$ cat src/hw/remap_pkg.sv
package remap_pkg;

  // data and address sizes
  localparam int width    = 16;
  localparam int num_vrow = 16;
  localparam int bit_vrow = 4;
  localparam int num_vbnk = 4;
  localparam int bit_vbnk = 2;
  localparam int num_pbnk = 5;
  localparam int bit_pbnk = 3;
  localparam int bit_addr = bit_vbnk + bit_vrow;

  // map entry holds one field per virtual bank, then the spare
  localparam int bit_map = bit_pbnk * num_pbnk;

  // all ones in a field means default placement
  localparam logic [bit_map-1:0] map_dflt = '1;

  typedef enum logic {
    st_walk,
    st_run
  } init_state_e;

  // physical bank held in field f, resolving the all-ones default
  function automatic logic [bit_pbnk-1:0] map_field(logic [bit_map-1:0] map, int unsigned f);
    logic [bit_pbnk-1:0] fld;
    fld = map[f*bit_pbnk +: bit_pbnk];
    if (&fld) begin
      return bit_pbnk'(f);
    end
    return fld;
  endfunction

endpackage

$ cat src/hw/bank_array.sv
module bank_array (
  input  logic                          clk,
  input  logic                          pread,
  input  logic [remap_pkg::bit_pbnk-1:0] prdbnk,
  input  logic [remap_pkg::bit_vrow-1:0] prdrow,
  input  logic                          pwrite,
  input  logic [remap_pkg::bit_pbnk-1:0] pwrbnk,
  input  logic [remap_pkg::bit_vrow-1:0] pwrrow,
  input  logic [remap_pkg::width-1:0]    pdin,
  output logic [remap_pkg::width-1:0]    pdout
);
  import remap_pkg::*;

  logic [num_pbnk-1:0] rd_sel;
  logic [num_pbnk-1:0] wr_sel;
  logic [width-1:0]    rd_q [num_pbnk];
  logic [bit_pbnk-1:0] rd_bnk_q;

  // one-hot bank enables
  always_comb begin
    rd_sel = '0;
    wr_sel = '0;
    if (pread) begin
      rd_sel[prdbnk] = 1'b1;
    end
    if (pwrite) begin
      wr_sel[pwrbnk] = 1'b1;
    end
  end

  for (genvar b = 0; b < num_pbnk; b++) begin : g_bank
    logic [width-1:0] mem [num_vrow];

    always_ff @(posedge clk) begin
      if (wr_sel[b]) begin
        mem[pwrrow] <= pdin;
      end
      if (rd_sel[b]) begin
        rd_q[b] <= mem[prdrow];
      end
    end
  end

  // remember which bank answered
  always_ff @(posedge clk) begin
    if (pread) begin
      rd_bnk_q <= prdbnk;
    end
  end

  assign pdout = rd_q[rd_bnk_q];

  a_single_access: assert property (
    @(posedge clk) (rd_sel & wr_sel) == '0
  );

endmodule

$ cat src/hw/init_fsm.sv
module init_fsm (
  input  logic clk,
  input  logic rst,
  input  logic walk_last,
  output logic walk_en,
  output logic ready
);
  import remap_pkg::*;

  init_state_e state;

  always_ff @(posedge clk) begin
    if (rst) begin
      state <= st_walk;
      ready <= 1'b0;
    end else begin
      case (state)
        st_walk: begin
          if (walk_last) begin
            state <= st_run;
          end
        end
        default: begin
          state <= st_run;
        end
      endcase
      // one cycle behind the state change
      ready <= (state == st_run);
    end
  end

  // map rows written while walking
  assign walk_en = (state == st_walk);

  // once up, ready holds until the next reset
  a_ready_sticky: assert property (
    @(posedge clk) disable iff (rst)
    ready |=> ready
  );

endmodule

$ cat src/hw/map_table.sv
module map_table (
  input  logic                          clk,
  input  logic                          wr_look,
  input  logic [remap_pkg::bit_vrow-1:0] wr_row,
  input  logic                          rd_look,
  input  logic [remap_pkg::bit_vrow-1:0] rd_row,
  input  logic                          map_we,
  input  logic [remap_pkg::bit_vrow-1:0] map_row,
  input  logic [remap_pkg::bit_map-1:0]  map_din,
  output logic [remap_pkg::bit_map-1:0]  wr_map,
  output logic [remap_pkg::bit_map-1:0]  rd_map
);
  import remap_pkg::*;

  logic [bit_map-1:0] mem [num_vrow];

  logic wr_hit;
  logic rd_hit;

  // a write landing on a looked-up row wins over the stored entry
  assign wr_hit = map_we && (map_row == wr_row);
  assign rd_hit = map_we && (map_row == rd_row);

  always_ff @(posedge clk) begin
    if (map_we) begin
      mem[map_row] <= map_din;
    end
  end

  // lookup port for the write request
  always_ff @(posedge clk) begin
    if (wr_look) begin
      if (wr_hit) begin
        wr_map <= map_din;
      end else begin
        wr_map <= mem[wr_row];
      end
    end
  end

  // lookup port for the read request
  always_ff @(posedge clk) begin
    if (rd_look) begin
      if (rd_hit) begin
        rd_map <= map_din;
      end else begin
        rd_map <= mem[rd_row];
      end
    end
  end

endmodule

$ cat src/hw/remap_core.sv
module remap_core (
  input  logic                          clk,
  input  logic                          rst,
  input  logic                          ready,
  input  logic                          vwrite,
  input  logic [remap_pkg::bit_addr-1:0] vwraddr,
  input  logic [remap_pkg::width-1:0]    vdin,
  input  logic                          vread,
  input  logic [remap_pkg::bit_addr-1:0] vrdaddr,
  input  logic [remap_pkg::bit_map-1:0]  wr_map,
  input  logic [remap_pkg::bit_map-1:0]  rd_map,
  output logic                          wr_look,
  output logic [remap_pkg::bit_vrow-1:0] wr_row,
  output logic                          rd_look,
  output logic [remap_pkg::bit_vrow-1:0] rd_row,
  output logic                          map_we,
  output logic [remap_pkg::bit_vrow-1:0] map_row,
  output logic [remap_pkg::bit_map-1:0]  map_din,
  output logic                          pread,
  output logic [remap_pkg::bit_pbnk-1:0] prdbnk,
  output logic [remap_pkg::bit_vrow-1:0] prdrow,
  output logic                          pwrite,
  output logic [remap_pkg::bit_pbnk-1:0] pwrbnk,
  output logic [remap_pkg::bit_vrow-1:0] pwrrow,
  output logic [remap_pkg::width-1:0]    pdin
);
  import remap_pkg::*;

  // lookup stage
  assign wr_look = vwrite && ready;
  assign wr_row  = vwraddr[bit_vrow-1:0];
  assign rd_look = vread && ready;
  assign rd_row  = vrdaddr[bit_vrow-1:0];

  logic                wr_vld_q;
  logic                rd_vld_q;
  logic [bit_vbnk-1:0] wr_vbnk_q;
  logic [bit_vrow-1:0] wr_row_q;
  logic [width-1:0]    din_q;
  logic [bit_vbnk-1:0] rd_vbnk_q;
  logic [bit_vrow-1:0] rd_row_q;

  always_ff @(posedge clk) begin
    if (rst) begin
      wr_vld_q <= 1'b0;
      rd_vld_q <= 1'b0;
    end else begin
      wr_vld_q <= wr_look;
      rd_vld_q <= rd_look;
    end
  end

  always_ff @(posedge clk) begin
    wr_vbnk_q <= vwraddr[bit_addr-1:bit_vrow];
    wr_row_q  <= wr_row;
    din_q     <= vdin;
    rd_vbnk_q <= vrdaddr[bit_addr-1:bit_vrow];
    rd_row_q  <= rd_row;
  end

  // resolve stage, map entries arrive this cycle
  logic [bit_pbnk-1:0] rd_pbnk;
  logic [bit_pbnk-1:0] wr_pbnk;
  logic [bit_pbnk-1:0] spare;
  logic                cflt;
  logic [bit_map-1:0]  new_map;

  assign rd_pbnk = map_field(rd_map, rd_vbnk_q);
  assign wr_pbnk = map_field(wr_map, wr_vbnk_q);
  assign spare   = map_field(wr_map, num_vbnk);
  assign cflt    = rd_vld_q && wr_vld_q && (rd_pbnk == wr_pbnk);

  // on conflict the written bank trades places with the spare
  always_comb begin
    new_map = wr_map;
    new_map[wr_vbnk_q*bit_pbnk +: bit_pbnk] = cflt ? spare : wr_pbnk;
    new_map[num_vbnk*bit_pbnk +: bit_pbnk]  = cflt ? wr_pbnk : spare;
  end

  assign map_we  = wr_vld_q;
  assign map_row = wr_row_q;
  assign map_din = new_map;

  assign pread  = rd_vld_q;
  assign prdbnk = rd_pbnk;
  assign prdrow = rd_row_q;
  assign pwrite = wr_vld_q;
  assign pwrbnk = cflt ? spare : wr_pbnk;
  assign pwrrow = wr_row_q;
  assign pdin   = din_q;

  a_no_bank_clash: assert property (
    @(posedge clk) disable iff (rst)
    (pread && pwrite) |-> (prdbnk != pwrbnk)
  );

endmodule

$ cat src/hw/remap_mem_top.sv
module remap_mem_top (
  input  logic                          clk,
  input  logic                          rst,
  input  logic                          vwrite,
  input  logic [remap_pkg::bit_addr-1:0] vwraddr,
  input  logic [remap_pkg::width-1:0]    vdin,
  input  logic                          vread,
  input  logic [remap_pkg::bit_addr-1:0] vrdaddr,
  output logic [remap_pkg::width-1:0]    vdout,
  output logic                          ready
);
  import remap_pkg::*;

  logic                walk_en;
  logic                walk_last;
  logic [bit_vrow-1:0] walk_row;

  logic                wr_look;
  logic                rd_look;
  logic [bit_vrow-1:0] wr_row;
  logic [bit_vrow-1:0] rd_row;
  logic [bit_map-1:0]  wr_map;
  logic [bit_map-1:0]  rd_map;

  logic                core_map_we;
  logic [bit_vrow-1:0] core_map_row;
  logic [bit_map-1:0]  core_map_din;
  logic                map_we;
  logic [bit_vrow-1:0] map_row;
  logic [bit_map-1:0]  map_din;

  logic                pread;
  logic                pwrite;
  logic [bit_pbnk-1:0] prdbnk;
  logic [bit_pbnk-1:0] pwrbnk;
  logic [bit_vrow-1:0] prdrow;
  logic [bit_vrow-1:0] pwrrow;
  logic [width-1:0]    pdin;

  init_fsm init_fsm_i (
    .clk       (clk),
    .rst       (rst),
    .walk_last (walk_last),
    .walk_en   (walk_en),
    .ready     (ready)
  );

  row_counter row_counter_i (
    .clk       (clk),
    .rst       (rst),
    .walk_en   (walk_en),
    .walk_row  (walk_row),
    .walk_last (walk_last)
  );

  // walk owns the map write port until ready
  assign map_we  = walk_en | core_map_we;
  assign map_row = walk_en ? walk_row : core_map_row;
  assign map_din = walk_en ? map_dflt : core_map_din;

  map_table map_table_i (
    .clk     (clk),
    .wr_look (wr_look),
    .wr_row  (wr_row),
    .rd_look (rd_look),
    .rd_row  (rd_row),
    .map_we  (map_we),
    .map_row (map_row),
    .map_din (map_din),
    .wr_map  (wr_map),
    .rd_map  (rd_map)
  );

  remap_core remap_core_i (
    .clk     (clk),
    .rst     (rst),
    .ready   (ready),
    .vwrite  (vwrite),
    .vwraddr (vwraddr),
    .vdin    (vdin),
    .vread   (vread),
    .vrdaddr (vrdaddr),
    .wr_map  (wr_map),
    .rd_map  (rd_map),
    .wr_look (wr_look),
    .wr_row  (wr_row),
    .rd_look (rd_look),
    .rd_row  (rd_row),
    .map_we  (core_map_we),
    .map_row (core_map_row),
    .map_din (core_map_din),
    .pread   (pread),
    .prdbnk  (prdbnk),
    .prdrow  (prdrow),
    .pwrite  (pwrite),
    .pwrbnk  (pwrbnk),
    .pwrrow  (pwrrow),
    .pdin    (pdin)
  );

  bank_array bank_array_i (
    .clk    (clk),
    .pread  (pread),
    .prdbnk (prdbnk),
    .prdrow (prdrow),
    .pwrite (pwrite),
    .pwrbnk (pwrbnk),
    .pwrrow (pwrrow),
    .pdin   (pdin),
    .pdout  (vdout)
  );

endmodule

$ cat src/hw/row_counter.sv
module row_counter (
  input  logic                          clk,
  input  logic                          rst,
  input  logic                          walk_en,
  output logic [remap_pkg::bit_vrow-1:0] walk_row,
  output logic                          walk_last
);
  import remap_pkg::*;

  localparam logic [bit_vrow-1:0] last_row = bit_vrow'(num_vrow - 1);

  always_ff @(posedge clk) begin
    if (rst) begin
      walk_row <= '0;
    end else if (walk_en) begin
      walk_row <= walk_row + 1'b1;
    end
  end

  // final row of the walk
  assign walk_last = walk_en && (walk_row == last_row);

endmodule

$ cat config.mk
export PLATFORM = sky130hd
export DESIGN_NAME = remap_mem_top
export DESIGN_NICKNAME = d
export VERILOG_FILES = /design/src/hw/remap_pkg.sv /design/src/hw/bank_array.sv /design/src/hw/init_fsm.sv /design/src/hw/map_table.sv /design/src/hw/remap_core.sv /design/src/hw/remap_mem_top.sv /design/src/hw/row_counter.sv
export SDC_FILE = /design/constraint.sdc
export NUM_CORES = 1
export LEC_CHECK = 0
export ABC_AREA = 1
export BUFFER_PORTS_ARGS = -buffer_cell sky130_fd_sc_hd__buf_2
export CAP_MARGIN = 20
export CORE_UTILIZATION = 24
export CTS_CLUSTER_SIZE = 28
export DETAILED_ROUTE_END_ITERATION = 10
export PLACE_DENSITY = 0.38
export SETUP_SLACK_MARGIN = 0.2
export SYNTH_ARGS = -nofsm -noshare
export SYNTH_HDL_FRONTEND = slang
export SYNTH_SLANG_ARGS = --single-unit
$ cat constraint.sdc
create_clock -name clk -period 5.85 [get_ports clk]
set_input_delay 1.17 -clock clk [delete_from_list [all_inputs] [get_ports clk]]
set_output_delay 1.17 -clock clk [all_outputs]
set_load 0.005 [all_outputs]
==> flow_metrics.env <==
export IMPL_critical_path_max_stage_delay_ps=720
export IMPL_power_per_cell_area_nw_per_um2=332
export IMPL_drt_vias_per_instance=4.58
export IMPL_dp_hpwl_mm=131
export IMPL_comb_power_share_pct=5.3
export IMPL_max_cap_violations=0
export IMPL_tritoncts="done"
export IMPL_worst_setup_path_end="vdout[9]"
export IMPL_num_fill_cells=28800
export IMPL_arrival_ps=3350
export IMPL_slew_violations=0
export IMPL_grt_max_degree=153
export IMPL_numClockSinks=1669
export IMPL_synthesis_yosys_warnings=0
export IMPL_finalClockSkew_ps=96.8
export IMPL_irDropWorstVdd_mv=0.222
export IMPL_cp_max_fo=33
export IMPL_cts_reportedPaths_clkPinSlew_ps=50
export IMPL_total_leakage_power_nw=26.5
export IMPL_placementRows=195
export IMPL_synth_cell_area_um2=68500
export IMPL_cts_buffers_inserted=194
export IMPL_port_buffers=48
export IMPL_critPathBufInv=3
export IMPL_post_cts_setup_buffer_count=0
export IMPL_run_status="finished, final reports clean"
export IMPL_cts_root_buf="sky130_fd_sc_hd__clkbuf_16"
export IMPL_drt_first_iter_violations=3592
export IMPL_worst_path_stages=5
export IMPL_tightestPinTransition_ps=1250
export IMPL_floorplan_die_height_um=536
export IMPL_power_frac_clock_pct=44.4
export IMPL_min_period_over_period_pct=77.3
export IMPL_clk_insertion_delay_late_ps=890
export IMPL_route_final_wire_length_mm=223
export IMPL_timing_hold_worst_class="in2reg"
export IMPL_layout_nets=5169
export IMPL_p_switching_mw=6.08
export IMPL_synth_ff_type="sky130_fd_sc_hd__edfxtp_1"
export IMPL_worstSetupPathType="reg2out"
export IMPL_floorplan_initialDensity_pct=24.2
export IMPL_grt_overflow_total=0
export IMPL_cts_repair_resized=0
export IMPL_crit_family="buffers and inverters"
export IMPL_rsz_0062_raised_after_global_routing="false"
export IMPL_vias=41300
export IMPL_via_count_of_the_first_global_routing_pass=40200
export IMPL_crit_slowest_cell="sky130_fd_sc_hd__a31oi_1"
export IMPL_syn_nets=5152
export IMPL_final_hold_viol_count=0
export IMPL_critical_path_required_ps=4680
export IMPL_synth_seq_area_share_pct=72.6
export IMPL_synth_cell_type_count=46
export IMPL_count_of_cells_along_the_worst_register_to_register_path=14
export IMPL_route_detailed_drc=0
export IMPL_finalCriticalPeriod_ps=4520
export IMPL_cts_hold_repair_buffers=0
export IMPL_post_route_worst_setup_slack_ps=1330
export IMPL_worst_r2r_setup_slack_ps=1800
export IMPL_first_pass_iters=5
export IMPL_power_switching_fraction_pct=23.0
export IMPL_place_congestion=0.786
export IMPL_cell_internal_pwr_mw=20.3
export IMPL_cts_max_level=4
export IMPL_worst_setup_path_start_kind="register"
export IMPL_post_route_cells_drive_above_1_share_pct=10.4
export IMPL_ys_async_sr_fraction_pct=0
export IMPL_die_width_um=536
export IMPL_cts_path_max_buffers=4
export IMPL_utilization_pct=28.0
export IMPL_antenna_left=0
export IMPL_dp_cells=8677
export IMPL_grt_use_total_pct=15.2
export IMPL_finalSetupViolCount=0
export IMPL_proportion_of_netlist_area_held_by_the_largest_area_contributor_pct=71.5
export IMPL_sequentialPowerShare_pct=50.3
export IMPL_finalNonFillerCells=9030
export IMPL_synth_seq_cells=1669
export IMPL_post_synth_inst_count=5114
export IMPL_route_detailed_wl_per_inst_um=24.7
export IMPL_rr_endpoint="bank_array_i.g_bank[4].mem[7][6]"
export IMPL_worstSetupEndpointType="output port"
export IMPL_timing_max_slew_rel_slack_pct=16.0
export IMPL_grt_pass1_wl_mm=311
export IMPL_core_area_um2=283000
export IMPL_synth_edf_count=1630
export IMPL_fmax_ghz=0.221
export IMPL_synthTopCellsByArea="sky130_fd_sc_hd__edfxtp_1, sky130_fd_sc_hd__mux2i_1, sky130_fd_sc_hd__o211ai_1, sky130_fd_sc_hd__o21ai_0, sky130_fd_sc_hd__a21oi_1"
export IMPL_area_growth_syn_to_layout_pct=15.9
export IMPL_number_of_antenna_violations_at_the_first_check_in_global_routing=11
export IMPL_path_cells="buf_4, inv_1, o21ai_0, a31oi_1, buf_2"
export IMPL_fp_dieArea_um2=287000
export IMPL_totalNegativeSetupSlack_ps=0
export IMPL_synth_avg_cell_area_um2=13.4
export IMPL_reg2reg_from="remap_core_i.wr_vbnk_q[0]"
export IMPL_library_cell_with_the_largest_summed_area_after_synthesis="sky130_fd_sc_hd__edfxtp_1"
export IMPL_num_io_pins=49
export IMPL_dpl_worst_slack_ps=1710
## metrics by stage
| stage | power [mW] | hold WS, ps | instance area (um^2) |
|---|---|---|---|
| 4_1_cts | 26.7 | 316 | 79300 |
| 5_1_grt | 27.2 | 333 | 79400 |
| 3_3_place_gp | 15.0 | 480 | 73400 |
| 6_report | 26.4 | 391 | 79400 |
| 3_5_place_dp | 14.9 | 479 | 73400 |
| 2_1_floorplan | 14.2 | 420 | 68500 |
## metal layers
layer	global-route usage, %	up-vias	wire, um
met4	4.17	6	5930
li1	-	19100	-
met5	0.117	-	79
met3	2.39	299	11200
met1	21.1	20900	102000
met2	24.4	1029	103000
## state kept, by name (all words and copies together) (netlist names), named ones only
name and flops:
bank_array_i.g_bank.mem 1280, map_table_i.mem 240, bank_array_i.rd_q 80, remap_core_i.pdin 16
map_table_i.wr_map 15, map_table_i.rd_map 12, remap_core_i.map_row 4, row_counter_i.walk_row 4
bank_array_i.rd_bnk_q 3, remap_core_i.rd_vbnk_q 2, remap_core_i.wr_vbnk_q 2, init_fsm_i.ready 1
init_fsm_i.state 1, remap_core_i.map_we 1, remap_core_i.pread 1
## worst min path at each step
| stage | startpoint | depth (start not counted) | slack [ps] | end |
|---|---|---|---|---|
| final | vdin[7] | 1 | 390 | remap_core_i.pdin[7] |
| after global routing | vdin[7] | 1 | 330 | remap_core_i.pdin[7] |
| after CTS | vdin[7] | 1 | 320 | remap_core_i.pdin[7] |
| after detailed placement | row_counter_i.walk_row[3] | 1 | 480 | row_counter_i.walk_row[3] |
| after global placement | row_counter_i.walk_row[3] | 1 | 480 | row_counter_i.walk_row[3] |
| after floorplan | bank_array_i.rd_bnk_q[0] | 2 | 420 | register |
## kinds of logic after synthesis
family | synth area share [%]
and+or+nand+nor | 5.04
AOI/OAI and AO/OA | 12.9
xor gates and xnor gates | 0.0768
muxes | 4.81
DFF | 72.6
adders and majority gates | 0.110
buffers and inverters | 4.43
## placed cells by master, fill, tap and decap left out, types with 49 or more instances in the layout
cell type,n
sky130_fd_sc_hd__a21oi_1,443
sky130_fd_sc_hd__buf_4,104
sky130_fd_sc_hd__clkbuf_1,49
sky130_fd_sc_hd__clkbuf_16,196
sky130_fd_sc_hd__edfxtp_1,1630
sky130_fd_sc_hd__inv_1,432
sky130_fd_sc_hd__mux2i_1,329
sky130_fd_sc_hd__nand2_1,275
sky130_fd_sc_hd__nand3_1,184
sky130_fd_sc_hd__nor2_1,218
sky130_fd_sc_hd__nor2_2,50
sky130_fd_sc_hd__o211ai_1,410
sky130_fd_sc_hd__o21ai_0,614
## layout make-up
cell class | instances | area, um^2 | area share [%]
clock inverter | 95 | 847 | 1.07
clock buffer | 248 | 5130 | 6.46
multi-input combinational | 2659 | 15900 | 20.1
tap | 3743 | 4680 | 5.90
sequential | 1669 | 49800 | 62.7
antenna | 9 | 22.5 | 0.0284
inverter | 445 | 1680 | 2.12
timing repair buffer | 162 | 1290 | 1.62
## synth_stat cells, types with 12 or more instances
master                     instances
sky130_fd_sc_hd__a21oi_1         443
sky130_fd_sc_hd__edfxtp_1       1630
sky130_fd_sc_hd__nor2_1          266
sky130_fd_sc_hd__nor2_2           18
sky130_fd_sc_hd__mux2i_1         329
sky130_fd_sc_hd__nand3_1         184
sky130_fd_sc_hd__clkbuf_1        259
sky130_fd_sc_hd__inv_1           433
sky130_fd_sc_hd__buf_2            33
sky130_fd_sc_hd__buf_1            43
sky130_fd_sc_hd__dfxtp_1          39
sky130_fd_sc_hd__nand2_2          12
sky130_fd_sc_hd__nand2_1         275
sky130_fd_sc_hd__o211ai_1        410
sky130_fd_sc_hd__a31oi_1          26
sky130_fd_sc_hd__o21ai_0         615
## power groups by stage
stage | Clock, mW | Sequential, mW | Combinational (mW)
after detailed placement | 0 | 13.5 | 1.42
after global placement | 0 | 13.5 | 1.42
after global routing | 12.4 | 13.3 | 1.51
after floorplan | 0 | 13.5 | 0.777
final | 11.7 | 13.3 | 1.39
after CTS | 12.0 | 13.3 | 1.42
No activity file was read; power rests on OpenSTA's default activity.
